## config.mk

```make
export PLATFORM = sky130hd
export DESIGN_NAME = data_port_arbiter
export DESIGN_NICKNAME = d
export VERILOG_FILES = /design/src/hdl/memsplit_pkg.sv /design/src/hdl/data_port_arbiter.sv
export SDC_FILE = /design/constraint.sdc
export NUM_CORES = 1
export LEC_CHECK = 0
export ABC_AREA = 1
export BUFFER_PORTS_ARGS = -buffer_cell sky130_fd_sc_hd__buf_2
export CORE_AREA = 2 2 123 125
export CTS_CLUSTER_SIZE = 40
export DETAILED_ROUTE_END_ITERATION = 8
export DIE_AREA = 0 0 125 127
export GPL_TIMING_DRIVEN = 0
export PLACE_DENSITY = 0.42
export SETUP_SLACK_MARGIN = 0.3
export SYNTH_ARGS = -nofsm -noshare
export SYNTH_HDL_FRONTEND = slang
export SYNTH_SLANG_ARGS = --single-unit
```

## constraint.sdc

```tcl
create_clock -name clk_i -period 0.9 [get_ports clk_i]
set_input_delay 0.09 -clock clk_i [delete_from_list [all_inputs] [get_ports clk_i]]
set_output_delay 0.09 -clock clk_i [all_outputs]
set_load 0.02 [all_outputs]
```

## src/hdl/memsplit_pkg.sv

```systemverilog
`default_nettype none

package memsplit_pkg;

// **************************************************
// bus geometry.
// **************************************************
localparam int data_width = 32;
localparam int addr_width = 32;
localparam int be_width = data_width / 8;
localparam int mem_words_default = 1024;

// **************************************************
// address map, selected by addr[31:28].
// **************************************************
localparam logic [3:0] region_ram = 4'h0;
localparam logic [3:0] region_gpio = 4'h1;

// gpio register indices.
localparam logic [3:0] gpio_reg_out = 4'd0;
localparam logic [3:0] gpio_reg_in = 4'd1;

// one bus address, seen either as a memory word or as a peripheral register.
typedef union packed
	{
	struct packed
		{
		logic [3:0] region;
		logic [15:0] unused;
		logic [9:0] word_index;
		logic [1:0] byte_offset;
		} mem;
	struct packed
		{
		logic [3:0] region;
		logic [21:0] unused;
		logic [3:0] reg_index;
		logic [1:0] byte_offset;
		} periph;
	} bus_addr_u;

endpackage

`default_nettype wire

```

## src/hdl/data_port_arbiter.sv

```systemverilog
`timescale 1ns/100ps
`default_nettype none

module data_port_arbiter
(
	input wire clk_i
	, input wire srst_i

	, input wire dbg_req_i
	, input wire dbg_we_i
	, input wire [memsplit_pkg::addr_width-1:0] dbg_addr_i
	, input wire [memsplit_pkg::be_width-1:0] dbg_be_i
	, input wire [memsplit_pkg::data_width-1:0] dbg_wdata_i
	, output logic dbg_ack_o
	, output logic dbg_resp_o
	, output logic [memsplit_pkg::data_width-1:0] dbg_rdata_o

	, input wire cpu_req_i
	, input wire cpu_we_i
	, input wire [memsplit_pkg::addr_width-1:0] cpu_addr_i
	, input wire [memsplit_pkg::be_width-1:0] cpu_be_i
	, input wire [memsplit_pkg::data_width-1:0] cpu_wdata_i
	, output logic cpu_ack_o
	, output logic cpu_resp_o
	, output logic [memsplit_pkg::data_width-1:0] cpu_rdata_o

	, output logic bus_req_o
	, output logic bus_we_o
	, output logic [memsplit_pkg::addr_width-1:0] bus_addr_o
	, output logic [memsplit_pkg::be_width-1:0] bus_be_o
	, output logic [memsplit_pkg::data_width-1:0] bus_wdata_o
	, input wire bus_ack_i
	, input wire bus_resp_i
	, input wire [memsplit_pkg::data_width-1:0] bus_rdata_i
);

logic dbg_grant;
logic cpu_grant;
logic dbg_rd_q;
logic cpu_rd_q;

// debug has fixed priority.
assign dbg_grant = dbg_req_i;
assign cpu_grant = cpu_req_i & ~dbg_req_i;

assign dbg_ack_o = dbg_grant & bus_ack_i;
assign cpu_ack_o = cpu_grant & bus_ack_i;

always_comb
	begin
	bus_req_o = 1'b0;
	bus_we_o = 1'b0;
	bus_addr_o = '0;
	bus_be_o = '0;
	bus_wdata_o = '0;
	if (dbg_grant)
		begin
		bus_req_o = 1'b1;
		bus_we_o = dbg_we_i;
		bus_addr_o = dbg_addr_i;
		bus_be_o = dbg_be_i;
		bus_wdata_o = dbg_wdata_i;
		end
	else if (cpu_grant)
		begin
		bus_req_o = 1'b1;
		bus_we_o = cpu_we_i;
		bus_addr_o = cpu_addr_i;
		bus_be_o = cpu_be_i;
		bus_wdata_o = cpu_wdata_i;
		end
	end

// **************************************************
// response owner, one cycle behind the accepted read.
// **************************************************
always_ff @(posedge clk_i)
	begin
	if (srst_i)
		begin
		dbg_rd_q <= 1'b0;
		cpu_rd_q <= 1'b0;
		end
	else
		begin
		dbg_rd_q <= dbg_ack_o & ~dbg_we_i;
		cpu_rd_q <= cpu_ack_o & ~cpu_we_i;
		end
	end

always_comb
	begin
	dbg_resp_o = 1'b0;
	dbg_rdata_o = '0;
	cpu_resp_o = 1'b0;
	cpu_rdata_o = '0;
	if (dbg_rd_q)
		begin
		dbg_resp_o = bus_resp_i;
		dbg_rdata_o = bus_rdata_i;
		end
	else if (cpu_rd_q)
		begin
		cpu_resp_o = bus_resp_i;
		cpu_rdata_o = bus_rdata_i;
		end
	end

endmodule

`default_nettype wire

```

**Word-level counts from Yosys, hierarchy flattened**

Index checks and enable logic that the tools add are counted.

- Register bits after elaboration: 2
- Bits of input ports: 176
- Logic and storage cells: 26

- Muxes and demuxes: 16
- Bitwise logic cells: 8

Operator list:

| operator | count |
|---|---|
| 2-to-1 mux 32 bit | 7 |
| 2-to-1 mux 4 bit | 2 |
| 2-to-1 mux 1 bit | 7 |
| AND 1 bit | 5 |
| inverter 1 bit | 3 |

**Depth between registers and ports, before layout**

- Depth after elaboration: 4
- Mapped depth: 5
- Gate-level depth less buffers: 3

**Worst setup path before layout**

No wires, ideal clock.

- Kind: register to output
- From: register cpu_rd_q
- To: output port cpu_rdata_o[10] in the netlist's numbering
- Arrival: 931 ps
- Data required time: 810 ps
- Slack: -121 ps
- Cell stages (with the launch flop): 5
- Path buffers: 2
- Path through: dfxtp_1 -> buf_2 -> buf_2 -> nand2_1 -> nor2_1

- Cells in the longest elaborated chain, start to end: 2

Ends and longest elaborated chain:

| element | line | source |
|---|---|---|
| start, declared | data_port_arbiter.sv:40 | `logic cpu_rd_q;` |
| start signal, assigned | data_port_arbiter.sv:87 | `cpu_rd_q <= cpu_ack_o & ~cpu_we_i;` |
| 2-to-1 mux 32 bit | data_port_arbiter.sv:102 | `else if (cpu_rd_q)` |
| 2-to-1 mux 32 bit | data_port_arbiter.sv:97 | `if (dbg_rd_q)` |
| end, declared | data_port_arbiter.sv:25 | `, output logic [memsplit_pkg::data_width-1:0] cpu_rdata_o` |

No other way between the ends.

**Worst setup path in the final report**

- From: register dbg_rd_q
- To: output port cpu_rdata_o[14] in the netlist's numbering

- Cells in the longest elaborated chain, start to end: 1

Ends and longest elaborated chain:

| element | line | source |
|---|---|---|
| start, declared | data_port_arbiter.sv:39 | `logic dbg_rd_q;` |
| start signal, assigned | data_port_arbiter.sv:86 | `dbg_rd_q <= dbg_ack_o & ~dbg_we_i;` |
| 2-to-1 mux 32 bit | data_port_arbiter.sv:97 |  |

No other way between the ends.

==> impl_metrics.sql <==
INSERT INTO impl_metrics (metric_group, metric, value, unit) VALUES
('run_status', 'status', 'finished with violations', ''),
('run_status', 'violations', 'negative setup slack', ''),
('cts', 'cts.reportedPaths.clkPinSlew', '0.03', 'ns'),
('routing', 'routed_wl', '14100', 'um'),
('cts', 'max-clock-path-buffers', '2', ''),
('flow_run', 'drv_cap', '0', ''),
('yosys', 'synth_area_leader_cell', 'nand2_1', ''),
('worst_setup_path', 'timing.critical_path.required', '0.81', 'ns'),
('timing', 'final-max-slew-violation-count', '0', ''),
('power', 'combinationalPowerShare', '0.820', ''),
('cts', 'tritoncts', 'built', ''),
('placed_design', 'gpl.final_weighted_congestion', '0.871', ''),
('floorplanning', 'dieHeight', '127', 'um'),
('floorplanning', 'boundaryPins', '314', ''),
('timing', 'grt_setup_unrepaired', 'yes', ''),
('grt', 'grt_overflow_total', '0', ''),
('worst_setup_path', 'cpPeakStageDelay', '0.39', 'ns'),
('floorplanning', 'fp-row-count', '44', ''),
('power', 'switching_power', '1.79', 'mW'),
('worst_setup_path', 'timing.critical_path.fanout_max', '10', ''),
('timing', 'hold_violations', '0', ''),
('power', 'fin_total_pwr', '4.26', 'mW'),
('yosys', 'yosysTopAreaCellShare', '0.458', ''),
('power', 'max-vdd-ir-drop', '451', 'uV'),
('timing', 'post-route-min-period', '1.23', 'ns'),
('routing', 'drt_iter0_drc', '39', ''),
('routing', 'drt-pass1-iter-count', '4', ''),
('floorplanning', 'dieWidth', '125', 'um'),
('yosys', 'netlist-cell-type-count', '13', ''),
('power', 'p_seq_frac', '0.022', ''),
('power', 'cell_area_power_density', '543', 'nW/um^2'),
('routing', 'viasPerCell', '4.19', ''),
('cts', 'cts_hold_buffers', '0', ''),
('power', 'swShare', '0.421', ''),
('routing', 'routed-via-count', '3905', ''),
('routing', 'detail_routed_net_length_per_standard_cell', '15.2', 'um'),
('power', 'total_leakage_power', '3.80', 'nW'),
('floorplanning', 'fp.dieArea', '15900', 'um^2'),
('yosys', 'synth-seq-area-share', '0.0237', ''),
('final_layout', 'drive_gt1_frac', '0.909', ''),
('worst_hold_path', 'timing.hold.worst.class', 'in -> reg', ''),
('final_layout', 'final.fill_count', '1289', ''),
('grt', 'gr-usage-all-layers', '0.166', ''),
('timing', 'clock.fmax', '0.811', 'GHz'),
('cts', 'cts_buffers', '3', ''),
('yosys', 'postSynthCellCount', '386', ''),
('timing', 'setup_violations', '82', ''),
('placed_design', 'postPlaceCellArea', '5390', 'um^2'),
('yosys', 'synth.top_cells.by_area', 'nand2_1 46%, nand3_1 20%, inv_1 8.2%', ''),
('worst_setup_path', 'startpoint_type', 'register', ''),
('grt', 'grt_antenna_before_repair', '2', ''),
('floorplanning', 'placeableCoreArea', '14400', 'um^2'),
('placed_design', 'dp_cells', '881', ''),
('floorplanning', 'start_util', '0.117', ''),
('placed_design', 'io_buffers', '311', ''),
('final_layout', 'postLayoutCellArea', '7840', 'um^2'),
('yosys', 'synth-seq-cells', '2', ''),
('cts', 'cts.htree.levels', '1', ''),
('routing', 'postRouteAntennaNets', '0', ''),
('timing', 'tns', '-18.70', 'ns'),
('grt', 'global_route_wire_length_before_repair', '21600', 'um'),
('timing', 'max-slew-margin-rel', '0.915', ''),
('timing', 'period_share', '1.37', ''),
('timing', 'fin_ws', '-0.332', 'ns'),
('worst_setup_path', 'critical_path_arrival', '1.14', 'ns'),
('routing', 'number_of_design_rule_violations_left_after_detail_routing', '0', ''),
('yosys', 'synthesis.area_per_instance', '4.38', 'um^2'),
('final_layout', 'final_instance_count_excl_fillers', '933', ''),
('worst_setup_path', 'critPathKind', 'reg -> out', ''),
('worst_setup_path', 'timing.critical_path.cells', 'buf_12 -> buf_12 -> nor2_4 -> buf_4', ''),
('placed_design', 'hpwlAfterDp', '10700', 'um');
worst paths after layout:
check,slack [ns],depth (start not counted),startpoint,endpoint
setup / recovery,-0.33,4,dbg_rd_q,cpu_rdata_o[14]
hold / removal,0.05,2,srst_i,dbg_rd_q
critical path, delay by kind of cell (launching register included):
kind	cells	cell delay, ns
AND/OR/NAND/NOR	1	0.04
buffers and inverters	3	0.49
flip-flops	1	0.39
state kept, by name, indices dropped and copies added, names as in the netlist:
register	count
cpu_rd_q	1
dbg_rd_q	1
logic make-up after synthesis:
| kind of cell | synth area share |
|---|---|
| buffers and inverters | 0.221 |
| flip-flops | 0.0237 |
| AND/OR/NAND/NOR | 0.755 |
power by group through the flow:
stage	clock (mW)	combinational (mW)	sequential, mW
after floorplan	0	1.51	0.0940
after global placement	0	2.38	0.0943
after detailed placement	0	2.40	0.0943
after CTS	0.693	3.44	0.0927
after global routing	0.692	3.69	0.0939
final	0.674	3.49	0.0937
stage by stage:
step | hold slack, ns | util
after CTS | 0.0599 | 0.515
after floorplan | 0.152 | -
after global placement | 0.279 | 0.374
after global routing | 0.0692 | 0.543
after detailed placement | 0.283 | 0.374
final | 0.0548 | 0.543
cell usage after synthesis:
master / number
nand3_2: 1
inv_1: 37
nand2_1: 206
or2_2: 1
buf_4: 16
nor3_2: 1
buf_6: 3
nand3_1: 69
nor2_2: 1
dfxtp_1: 2
buf_2: 15
nor2_1: 33
inv_4: 1
area by class of cell:
class	instances	area, um^2	share of cell area
timing repair buffer	357	3380	0.432
multi-input combinational	312	3240	0.413
buffer	34	678	0.0866
tap	184	230	0.0294
inverter	38	161	0.0206
clock buffer	3	75.1	0.00958
sequential	2	45.0	0.00575
timing repair inverter	1	20.0	0.00256
antenna	2	5.00	0.000639
repair_timing:
action / in CTS / in global routing
hold endpoints to repair: 0 / 0
cloned: 19 / 6
pin swaps: 60 / 32
resized for setup: 357 / 81
setup endpoints to repair: 138 / 139
buffers inserted: 20 / 2
layer usage:
layer / vias to the layer above / GRT usage / wire length [um]
met5: - / 0 / 0
met4: 0 / 0.0327 / 267
met3: 20 / 0.0469 / 1200
met2: 190 / 0.344 / 8260
met1: 1786 / 0.162 / 4420
li1: 1909 / - / -
(Power assumes the default switching activity.)
